## src/include/riscv_regs.svh

```systemverilog
`ifndef RISCV_REGS_SVH
`define RISCV_REGS_SVH

////////////////////
// architectural register numbers the control logic cares about
////////////////////

// x0 is hard wired to zero and is never a real producer
`define REG_ZERO 5'd0
// x1 is the link register used by calls and returns
`define REG_RA   5'd1

`endif

```

## src/design/fe_ctrl_pkg.sv

```systemverilog
package fe_ctrl_pkg;

	////////////////////
	// widths with a meaning
	////////////////////

	typedef logic [4:0]  reg_addr_t;
	typedef logic [31:0] instr_t;
	typedef logic [31:0] addr_t;

	// bit 1 takes the MEM result of a non-load, bit 0 takes the WB result
	typedef logic [1:0]  fwd_sel_t;

	////////////////////
	// four-phase receiver states
	////////////////////

	typedef enum logic {
		HS_IDLE,
		HS_ACK
	} hs_state_t;

	////////////////////
	// RV32I major opcodes
	////////////////////

	localparam logic [6:0] OPC_JAL    = 7'b1101111;
	localparam logic [6:0] OPC_JALR   = 7'b1100111;
	localparam logic [6:0] OPC_BRANCH = 7'b1100011;
	localparam logic [6:0] OPC_LOAD   = 7'b0000011;
	localparam logic [6:0] OPC_STORE  = 7'b0100011;
	localparam logic [6:0] OPC_OP     = 7'b0110011;
	localparam logic [6:0] OPC_OP_IMM = 7'b0010011;
	localparam logic [6:0] OPC_LUI    = 7'b0110111;
	localparam logic [6:0] OPC_AUIPC  = 7'b0010111;

endpackage

```

## src/design/instr_predecode.sv

```systemverilog
`timescale 1ns/1ps
`include "riscv_regs.svh"

module instr_predecode (
	input  logic                  clk,
	input  logic                  reset,
	input  logic                  req,
	input  fe_ctrl_pkg::instr_t   instr,
	input  fe_ctrl_pkg::addr_t    pc,
	input  logic                  stall_inner,
	output logic                  ack,
	output logic                  accept,
	output fe_ctrl_pkg::reg_addr_t rs1,
	output fe_ctrl_pkg::reg_addr_t rs2,
	output fe_ctrl_pkg::reg_addr_t rd,
	output logic                  reg_write,
	output logic                  mem_read,
	output logic                  jal,
	output logic                  jalr,
	output logic                  b_type,
	output fe_ctrl_pkg::addr_t    link_addr
);
	import fe_ctrl_pkg::*;

	hs_state_t  state;
	hs_state_t  state_next;
	logic       waiting;
	logic [6:0] opcode;
	logic       is_jal, is_jalr, is_branch, is_load, is_store;
	logic       is_op, is_op_imm, is_lui, is_auipc;
	logic       uses_rs1, uses_rs2, has_rd;

	////////////////////
	// four-phase receiver
	////////////////////

	// an instruction waits while req is up and it has not been acknowledged yet
	assign waiting = req && (state == HS_IDLE);
	assign accept  = waiting && !stall_inner;
	assign ack     = (state == HS_ACK);

	always_comb begin
		state_next = state;
		case (state)
			HS_IDLE: if (accept) state_next = HS_ACK;
			HS_ACK:  if (!req) state_next = HS_IDLE;
			default: state_next = HS_IDLE;
		endcase
	end

	always_ff @(posedge clk) begin
		if (reset) begin
			state <= HS_IDLE;
		end else begin
			state <= state_next;
		end
	end

	////////////////////
	// opcode class and register fields
	////////////////////

	assign opcode    = instr[6:0];
	assign is_jal    = (opcode == OPC_JAL);
	assign is_jalr   = (opcode == OPC_JALR);
	assign is_branch = (opcode == OPC_BRANCH);
	assign is_load   = (opcode == OPC_LOAD);
	assign is_store  = (opcode == OPC_STORE);
	assign is_op     = (opcode == OPC_OP);
	assign is_op_imm = (opcode == OPC_OP_IMM);
	assign is_lui    = (opcode == OPC_LUI);
	assign is_auipc  = (opcode == OPC_AUIPC);

	// formats that do not read a source report x0 so they never see a hazard
	assign uses_rs1 = is_jalr || is_branch || is_load || is_store || is_op || is_op_imm;
	assign uses_rs2 = is_branch || is_store || is_op;
	assign has_rd   = is_jal || is_jalr || is_load || is_op || is_op_imm || is_lui || is_auipc;

	assign rs1 = uses_rs1 ? instr[19:15] : `REG_ZERO;
	assign rs2 = uses_rs2 ? instr[24:20] : `REG_ZERO;
	assign rd  = has_rd ? instr[11:7] : `REG_ZERO;

	// writes to x0 are dropped here, so x0 never forwards
	assign reg_write = has_rd && (rd != `REG_ZERO);
	assign mem_read  = is_load;

	// class hints only describe the instruction that is actually waiting
	assign jal    = waiting && is_jal;
	assign jalr   = waiting && is_jalr;
	assign b_type = waiting && is_branch;

	assign link_addr = pc + 32'd4;

endmodule

```

## src/design/track_stage.sv

```systemverilog
`timescale 1ns/1ps

module track_stage (
	input  logic                   clk,
	input  logic                   reset,
	input  logic                   kill,
	input  logic                   valid_in,
	input  fe_ctrl_pkg::reg_addr_t rd_in,
	input  logic                   reg_write_in,
	input  logic                   mem_read_in,
	input  logic                   jal_in,
	input  logic                   jalr_in,
	output logic                   valid,
	output fe_ctrl_pkg::reg_addr_t rd,
	output logic                   reg_write,
	output logic                   mem_read,
	output logic                   jal,
	output logic                   jalr
);

	logic reg_write_q, mem_read_q, jal_q, jalr_q;

	// a killed slot turns into a bubble at the next edge
	always_ff @(posedge clk) begin
		if (reset || kill) begin
			valid <= 1'b0;
		end else begin
			valid <= valid_in;
		end
	end

	always_ff @(posedge clk) begin
		rd          <= rd_in;
		reg_write_q <= reg_write_in;
		mem_read_q  <= mem_read_in;
		jal_q       <= jal_in;
		jalr_q      <= jalr_in;
	end

	// class bits of a bubble read as zero
	assign reg_write = valid && reg_write_q;
	assign mem_read  = valid && mem_read_q;
	assign jal       = valid && jal_q;
	assign jalr      = valid && jalr_q;

endmodule

```

## src/design/mini_control.sv

```systemverilog
`timescale 1ns/1ps
`include "riscv_regs.svh"

module mini_control (
	input  fe_ctrl_pkg::reg_addr_t rs1,
	input  fe_ctrl_pkg::reg_addr_t rs2,
	input  fe_ctrl_pkg::reg_addr_t rd,
	input  logic                   jal,
	input  logic                   jalr,
	input  logic                   b_type,

	input  fe_ctrl_pkg::reg_addr_t rd_id,
	input  fe_ctrl_pkg::reg_addr_t rd_ex,
	input  fe_ctrl_pkg::reg_addr_t rd_mem,
	input  fe_ctrl_pkg::reg_addr_t rd_wb,
	input  logic                   reg_write_id,
	input  logic                   reg_write_ex,
	input  logic                   reg_write_mem,
	input  logic                   reg_write_wb,
	input  logic                   mem_read_ex,
	input  logic                   mem_read_mem,

	input  logic                   jal_id,
	input  logic                   jalr_id,
	input  logic                   jalr_ex,
	input  logic                   flush,
	input  logic                   accept,

	output fe_ctrl_pkg::fwd_sel_t  rs1_fwd,
	output fe_ctrl_pkg::fwd_sel_t  rs2_fwd,
	output logic                   b_pred_en,
	output logic                   jalr_pred_en,
	output logic                   stall_inner,
	output logic                   ras_push,
	output logic                   ras_pop,
	output logic                   ras_rb_pop_id,
	output logic                   ras_rb_push_id,
	output logic                   ras_rb_push_ex
);

	logic rs1_hz_id, rs1_hz_ex, rs1_hz_mem, rs1_hz_wb;
	logic rs2_hz_id, rs2_hz_ex, rs2_hz_mem, rs2_hz_wb;
	logic rs1_hz_ex_noload;
	logic rs1_hz_mem_load, rs1_hz_mem_noload;
	logic rs2_hz_mem_load, rs2_hz_mem_noload;
	logic rd_is_ra, rd_is_ra_id;

	////////////////////
	// raw hazards per stage
	////////////////////

	assign rs1_hz_id  = reg_write_id  && (rd_id  == rs1);
	assign rs1_hz_ex  = reg_write_ex  && (rd_ex  == rs1);
	assign rs1_hz_mem = reg_write_mem && (rd_mem == rs1);
	assign rs1_hz_wb  = reg_write_wb  && (rd_wb  == rs1);

	assign rs2_hz_id  = reg_write_id  && (rd_id  == rs2);
	assign rs2_hz_ex  = reg_write_ex  && (rd_ex  == rs2);
	assign rs2_hz_mem = reg_write_mem && (rd_mem == rs2);
	assign rs2_hz_wb  = reg_write_wb  && (rd_wb  == rs2);

	// a load in MEM has no data yet, anything else in MEM can be forwarded
	assign rs1_hz_ex_noload  = rs1_hz_ex && !mem_read_ex;
	assign rs1_hz_mem_load   = rs1_hz_mem && mem_read_mem;
	assign rs1_hz_mem_noload = rs1_hz_mem && !mem_read_mem;
	assign rs2_hz_mem_load   = rs2_hz_mem && mem_read_mem;
	assign rs2_hz_mem_noload = rs2_hz_mem && !mem_read_mem;

	////////////////////
	// forwarding and prediction hints
	////////////////////

	assign rs1_fwd = {rs1_hz_mem_noload, rs1_hz_wb};
	assign rs2_fwd = {rs2_hz_mem_noload, rs2_hz_wb};

	// a branch whose operands are not ready early is left to the predictor
	assign b_pred_en = b_type && (rs1_hz_id || rs2_hz_id || rs1_hz_ex || rs2_hz_ex ||
		rs1_hz_mem_load || rs2_hz_mem_load);

	assign rd_is_ra    = (rd == `REG_RA);
	assign rd_is_ra_id = (rd_id == `REG_RA);

	assign jalr_pred_en = jalr && !rd_is_ra && (rs1_hz_id || rs1_hz_ex || rs1_hz_mem_load);

	// calls through a register wait until the target can be forwarded
	assign stall_inner = jalr && rd_is_ra && (rs1_hz_ex_noload || rs1_hz_mem_load);

	////////////////////
	// return stack commands
	////////////////////

	assign ras_push = accept && !flush &&  rd_is_ra && (jal || jalr);
	assign ras_pop  = accept && !flush && !rd_is_ra && jalr;

	// undo what the killed ID instruction did to the stack
	assign ras_rb_pop_id  = flush &&  rd_is_ra_id && (jal_id || jalr_id);
	assign ras_rb_push_id = flush && !rd_is_ra_id && jalr_id;
	assign ras_rb_push_ex = flush && jalr_ex;

endmodule

```

## src/design/return_stack.sv

```systemverilog
`timescale 1ns/1ps

module return_stack #(
	parameter int RAS_DEPTH = 8
) (
	input  logic               clk,
	input  logic               reset,
	input  logic               push,
	input  logic               pop,
	input  logic               rb_pop_id,
	input  logic               rb_push_id,
	input  logic               rb_push_ex,
	input  fe_ctrl_pkg::addr_t push_addr,
	output fe_ctrl_pkg::addr_t top
);
	import fe_ctrl_pkg::*;

	localparam int PTR_W = $clog2(RAS_DEPTH);

	addr_t            entries [RAS_DEPTH];
	logic [PTR_W-1:0] ptr;
	logic [PTR_W-1:0] ptr_next;

	////////////////////
	// pointer update
	////////////////////

	// the pointer always names the current top entry
	// and the depth is a power of two, so the sum wraps on its own
	always_comb begin
		ptr_next = ptr
			+ PTR_W'(push)
			+ PTR_W'(rb_push_id)
			+ PTR_W'(rb_push_ex)
			- PTR_W'(pop)
			- PTR_W'(rb_pop_id);
	end

	always_ff @(posedge clk) begin
		if (reset) begin
			ptr <= '0;
		end else begin
			ptr <= ptr_next;
		end
	end

	////////////////////
	// entry storage
	////////////////////

	// pops leave the entry in place so a rollback push finds the old top again
	always_ff @(posedge clk) begin
		if (push) begin
			entries[ptr_next] <= push_addr;
		end
	end

	assign top = entries[ptr];

endmodule

```

## src/design/fe_ctrl_top.sv

```systemverilog
`timescale 1ns/1ps

module fe_ctrl_top #(
	parameter int RAS_DEPTH = 8
) (
	input  logic                  clk,
	input  logic                  reset,
	input  logic                  req,
	input  fe_ctrl_pkg::instr_t   instr,
	input  fe_ctrl_pkg::addr_t    pc,
	input  logic                  flush,
	output logic                  ack,
	output fe_ctrl_pkg::fwd_sel_t rs1_fwd,
	output fe_ctrl_pkg::fwd_sel_t rs2_fwd,
	output logic                  b_pred_en,
	output logic                  jalr_pred_en,
	output logic                  stall,
	output fe_ctrl_pkg::addr_t    ras_top
);
	import fe_ctrl_pkg::*;

	reg_addr_t  rs1, rs2;
	reg_addr_t  slot_rd [5];
	logic [4:0] slot_valid, slot_wr, slot_mr, slot_jal, slot_jalr;
	logic       accept, b_type, stall_inner;
	addr_t      link_addr;
	logic       ras_push, ras_pop, ras_rb_pop_id, ras_rb_push_id, ras_rb_push_ex;

	assign stall = stall_inner;

	// index 0 is the load side of the ID slot, index k+1 is the output of slot k
	instr_predecode u_predecode (
		.clk(clk), .reset(reset), .req(req), .instr(instr), .pc(pc),
		.stall_inner(stall_inner), .ack(ack), .accept(accept),
		.rs1(rs1), .rs2(rs2), .rd(slot_rd[0]),
		.reg_write(slot_wr[0]), .mem_read(slot_mr[0]),
		.jal(slot_jal[0]), .jalr(slot_jalr[0]), .b_type(b_type),
		.link_addr(link_addr)
	);

	assign slot_valid[0] = accept;

	////////////////////
	// shadow pipeline ID, EX, MEM, WB
	////////////////////

	for (genvar k = 0; k < 4; k++) begin : g_slot
		// a redirect from EX kills the two youngest slots
		track_stage u_slot (
			.clk(clk), .reset(reset), .kill(flush && (k < 2)),
			.valid_in(slot_valid[k]), .rd_in(slot_rd[k]),
			.reg_write_in(slot_wr[k]), .mem_read_in(slot_mr[k]),
			.jal_in(slot_jal[k]), .jalr_in(slot_jalr[k]),
			.valid(slot_valid[k+1]), .rd(slot_rd[k+1]),
			.reg_write(slot_wr[k+1]), .mem_read(slot_mr[k+1]),
			.jal(slot_jal[k+1]), .jalr(slot_jalr[k+1])
		);
	end

	mini_control u_ctrl (
		.rs1(rs1), .rs2(rs2), .rd(slot_rd[0]),
		.jal(slot_jal[0]), .jalr(slot_jalr[0]), .b_type(b_type),
		.rd_id(slot_rd[1]), .rd_ex(slot_rd[2]), .rd_mem(slot_rd[3]), .rd_wb(slot_rd[4]),
		.reg_write_id(slot_wr[1]), .reg_write_ex(slot_wr[2]),
		.reg_write_mem(slot_wr[3]), .reg_write_wb(slot_wr[4]),
		.mem_read_ex(slot_mr[2]), .mem_read_mem(slot_mr[3]),
		.jal_id(slot_jal[1]), .jalr_id(slot_jalr[1]), .jalr_ex(slot_jalr[2]),
		.flush(flush), .accept(accept),
		.rs1_fwd(rs1_fwd), .rs2_fwd(rs2_fwd),
		.b_pred_en(b_pred_en), .jalr_pred_en(jalr_pred_en), .stall_inner(stall_inner),
		.ras_push(ras_push), .ras_pop(ras_pop), .ras_rb_pop_id(ras_rb_pop_id),
		.ras_rb_push_id(ras_rb_push_id), .ras_rb_push_ex(ras_rb_push_ex)
	);

	return_stack #(.RAS_DEPTH(RAS_DEPTH)) u_ras (
		.clk(clk), .reset(reset), .push(ras_push), .pop(ras_pop),
		.rb_pop_id(ras_rb_pop_id), .rb_push_id(ras_rb_push_id),
		.rb_push_ex(ras_rb_push_ex), .push_addr(link_addr), .top(ras_top)
	);

endmodule

```

## config.mk

```make
export PLATFORM = sky130hd
export DESIGN_NAME = fe_ctrl_top
export DESIGN_NICKNAME = d
export VERILOG_FILES = /design/src/design/fe_ctrl_pkg.sv /design/src/design/instr_predecode.sv /design/src/design/track_stage.sv /design/src/design/mini_control.sv /design/src/design/return_stack.sv /design/src/design/fe_ctrl_top.sv
export VERILOG_INCLUDE_DIRS = /design/src /design/src/include
export SDC_FILE = /design/constraint.sdc
export NUM_CORES = 1
export LEC_CHECK = 0
export ABC_AREA = 1
export ABC_CLOCK_PERIOD_IN_PS = 6560
export BUFFER_PORTS_ARGS = -buffer_cell sky130_fd_sc_hd__buf_2
export CAP_MARGIN = 20
export CELL_PAD_IN_SITES_DETAIL_PLACEMENT = 0
export CELL_PAD_IN_SITES_GLOBAL_PLACEMENT = 1
export CORE_MARGIN = 2
export CORE_UTILIZATION = 48
export CTS_CLUSTER_DIAMETER = 30
export DETAILED_ROUTE_END_ITERATION = 16
export PLACE_DENSITY = 0.76
export SYNTH_ARGS = -nofsm -noshare
export SYNTH_HDL_FRONTEND = slang
export SYNTH_SLANG_ARGS = --single-unit
export TNS_END_PERCENT = 1
```

## constraint.sdc

```tcl
create_clock -name clk -period 6.56 [get_ports clk]
set_input_delay 1.312 -clock clk [delete_from_list [all_inputs] [get_ports clk]]
set_output_delay 1.312 -clock clk [all_outputs]
set_load 0.01 [all_outputs]
```

==> results.json <==
{
  "outcome": "finished, final reports clean",
  "numCtsBuffers": 53,
  "hp-class": "reg2reg",
  "place_ws_ns": 0.572,
  "pwr-share-comb_pct": 1.9,
  "tns_ns": 0,
  "drive_above_1_share_pct": 19.3,
  "path_delay_family": "simple AND/OR/NAND/NOR gates",
  "grt_overflow": 0,
  "setup_slack_ns": 1.15,
  "p_sw_share_pct": 19.4,
  "die_y_um": 165,
  "cts_sinks": 294,
  "clock_latency_ns": 0.55,
  "power_density_nw_per_um2": 321,
  "crit_fanout": 18,
  "firstDrtPassIters": 4,
  "cp-end-kind": "register",
  "syn_area_um2": 12500,
  "die_area_um2": 27400,
  "grt_max_degree": 74,
  "worst_hold_path.endpoint": "g_slot[1].u_slot.rd[3]",
  "htree_levels": 2,
  "finalCriticalPeriod_ns": 5.41,
  "cts_root_buffer": "clkbuf_16",
  "fmax_mhz": 185,
  "cp_cell_sequence": "buf_2, inv_2, nand2_1, nor2_4, nand2_1, nand3_2, nand2_1, nand2_1, nand2_1, nor2_1, nand4_1, nand2_1, nand2_2, nand3_4, fa_1, inv_1, ha_1, inv_1, fa_1, xor2_1, nand3_1, nor2_4, buf_4",
  "crit_buf_inv": 5,
  "hold_viol": 0,
  "power_mw": 4.92,
  "rsz0062_at_grt": "false",
  "grt_usage_pct": 20.3,
  "synth_edf_count": 256,
  "post_cts_resized": 0,
  "vias": 8528,
  "critPathKind": "in2reg",
  "p_seq_share_pct": 41.6,
  "min_from": "g_slot[0].u_slot.rd[3]",
  "syn_area_per_cell_um2": 11.0,
  "hpwl_um": 15800,
  "ios": 108,
  "yosysUniqueCellTypes": 41,
  "clock_path_buffers": 3,
  "r2r_cells": 15,
  "cts_tree": "yes",
  "instances_no_fill": 1627,
  "avgRoutedWirePerCell_um": 17.0,
  "n_antenna_cell": 0,
  "syn_nets": 1209,
  "crit_slowest_cell": "fa_1",
  "ant_nets": 0,
  "p_leak_nw": 5.69,
  "finalClockSkew_ns": 0.0177,
  "routabilityCongestion": 0.796,
  "synth-main-ff-cell": "edfxtp_1",
  "p_int_mw": 3.96,
  "whs_path_depth": 0,
  "grt_pass1_vias": 8106,
  "path_depth": 23,
  "post-cts-setup-buffer-count": 0,
  "nets": 1324,
  "core_area_um2": 25800,
  "multiInputGateArea_um2": 3610,
  "viasPerCell": 5.24,
  "cts-hold-fix-buffers": 0,
  "n_fill_cell": 2112,
  "worstPathRequired_ns": 6.80,
  "ir_worst_vdd_mv": 0.239,
  "report.final.setup_viol": 0,
  "rrSetupSlack_ns": 2.40,
  "timing.final.crit_share_pct": 82.5,
  "ys_ff_latch": 294,
  "rows": 59,
  "drt_iter0_drc": 576,
  "area_delta_synth_final_pct": 22.4,
  "routed_wl_um": 27700,
  "path_clk_slew_ns": 0.05,
  "netlist_instances": 1135,
  "max_cap_violations": 0,
  "reg2reg_to": "u_ras.entries[0][0]",
  "dp_cells": 1530,
  "drc_errors": 0,
  "yosys_warnings": 0,
  "start_util_pct": 48.4,
  "antenna_found_initial": 1,
  "yosysSeqAreaShare_pct": 67.5,
  "die_w_um": 165,
  "fin_hold_ws_ns": 0.360,
  "layout.area.seq_um2": 8450,
  "grt_pass1_wl_um": 42400,
  "crit_top_cell": "nand2_1",
  "synthArstFlopShare_pct": 0,
  "clkPwrFrac_pct": 56.5,
  "p_sw_uw": 955,
  "tightest_slew_ns": 0.949,
  "slew_headroom_pct": 36.8,
  "worst_ep_arrival_time_ns": 5.65,
  "cp-start-kind": "input pin",
  "drv_slew": 0,
  "io_buffer_count": 97,
  "r2r_start": "g_slot[0].u_slot.rd[2]",
  "critical-path-max-stage-delay_ns": 0.46
}
routing by layer:
metal | GRT usage, % | up-vias | wire length (um)
li1 | - | 4211 | -
met1 | 25.9 | 4075 | 11900
met2 | 35.2 | 193 | 13800
met3 | 3.75 | 47 | 1390
met4 | 6.58 | 2 | 566
met5 | 0 | - | 13
cell families after synthesis:
group	synth area share (%)
and+or+nand+nor	15.1
DFF	67.5
xor gates and xnor gates	2.73
adders and majority gates	0.780
AOI/OAI and AO/OA	9.82
buffers and inverters	4.12
power groups by stage:
stage	Sequential, mW	Clock, mW	Combinational (mW)
after floorplan	2.08	0	0.0499
after global placement	2.08	0	0.0926
after detailed placement	2.08	0	0.0944
after CTS	2.04	2.82	0.0949
after global routing	2.04	2.91	0.106
final	2.04	2.78	0.0940
registers in the layout, indices dropped and copies added, names as in the netlist:
register                   cells
g_slot.u_slot.mem_read_q       3
g_slot.u_slot.valid            4
u_ras.ptr                      3
g_slot.u_slot.jalr_q           2
u_predecode.ack                1
g_slot.u_slot.reg_write_q      4
g_slot.u_slot.rd              20
g_slot.u_slot.jal_q            1
u_ras.entries                256
worst max path at each step:
stage | start | end
2_1_floorplan | instr[1] | u_ras.entries[0][0]
3_3_place_gp | instr[3] | u_ras.entries[0][26]
3_5_place_dp | instr[3] | u_ras.entries[0][26]
4_1_cts | instr[3] | u_ras.entries[0][25]
5_1_grt | instr[3] | u_ras.entries[0][25]
6_report | instr[3] | u_ras.entries[0][0]
cell usage after synthesis, drive strengths merged, types with 3 or more instances:
| cell | number | share of area (%) |
|---|---|---|
| nor4 | 3 | 0.15 |
| ha | 3 | 0.30 |
| o21ai | 136 | 5.5 |
| xor2 | 31 | 2.2 |
| dfxtp | 38 | 6.1 |
| clkbuf | 43 | 1.3 |
| nand4 | 6 | 0.30 |
| o22ai | 33 | 1.6 |
| fa | 3 | 0.48 |
| buf | 11 | 0.49 |
| nor2 | 286 | 9.0 |
| xnor2 | 8 | 0.56 |
| inv | 78 | 2.3 |
| a31oi | 32 | 1.6 |
| edfxtp | 256 | 61 |
| nor3 | 14 | 0.73 |
| a21oi | 14 | 0.56 |
| nand3 | 43 | 2.1 |
| nand2 | 87 | 2.7 |
layout make-up:
cell class | count | share of cell area [%]
Multi-Input combinational cell | 709 | 23.6
Clock inverter | 39 | 3.24
Tap cell | 335 | 2.74
Sequential cell | 294 | 55.2
Inverter | 78 | 1.92
Timing Repair Buffer | 114 | 4.41
Clock buffer | 58 | 8.92
through the flow:
step / cell area, um^2 / utilization, %
floorplan: 12500 / -
global placement: 13500 / 52.1
detailed placement: 13500 / 52.1
CTS: 15300 / 59.3
global route: 15300 / 59.3
finish: 15300 / 59.3
cells in the final DEF (no fill, tap or decap), types with 2 or more instances in the layout:
cell type | synthesis | layout
nand3_4 | 2 | 2
nand2_2 | 5 | 5
inv_1 | 67 | 65
nor2_4 | 5 | 13
o21ai_0 | 134 | 134
clkinv_4 | 0 | 3
buf_2 | 1 | 97
bufinv_16 | 0 | 10
nor2_1 | 276 | 268
ha_1 | 3 | 3
nand4_1 | 6 | 6
nor2_2 | 5 | 5
a21oi_1 | 14 | 14
fa_1 | 3 | 3
clkbuf_1 | 43 | 4
a31oi_1 | 32 | 32
clkinv_1 | 0 | 6
xor2_1 | 31 | 31
nand3_2 | 4 | 4
edfxtp_1 | 256 | 256
inv_2 | 11 | 12
buf_12 | 0 | 5
clkinv_2 | 0 | 7
nand3_1 | 37 | 37
buf_4 | 5 | 12
dfxtp_1 | 38 | 36
o22ai_1 | 33 | 33
nor3_2 | 2 | 2
inv_6 | 0 | 2
nor4_1 | 3 | 3
clkinvlp_4 | 0 | 11
nor3_1 | 11 | 11
xnor2_1 | 8 | 8
clkbuf_16 | 0 | 54
nand2_1 | 82 | 82
Note: power is estimated with default switching activity, not from simulation.
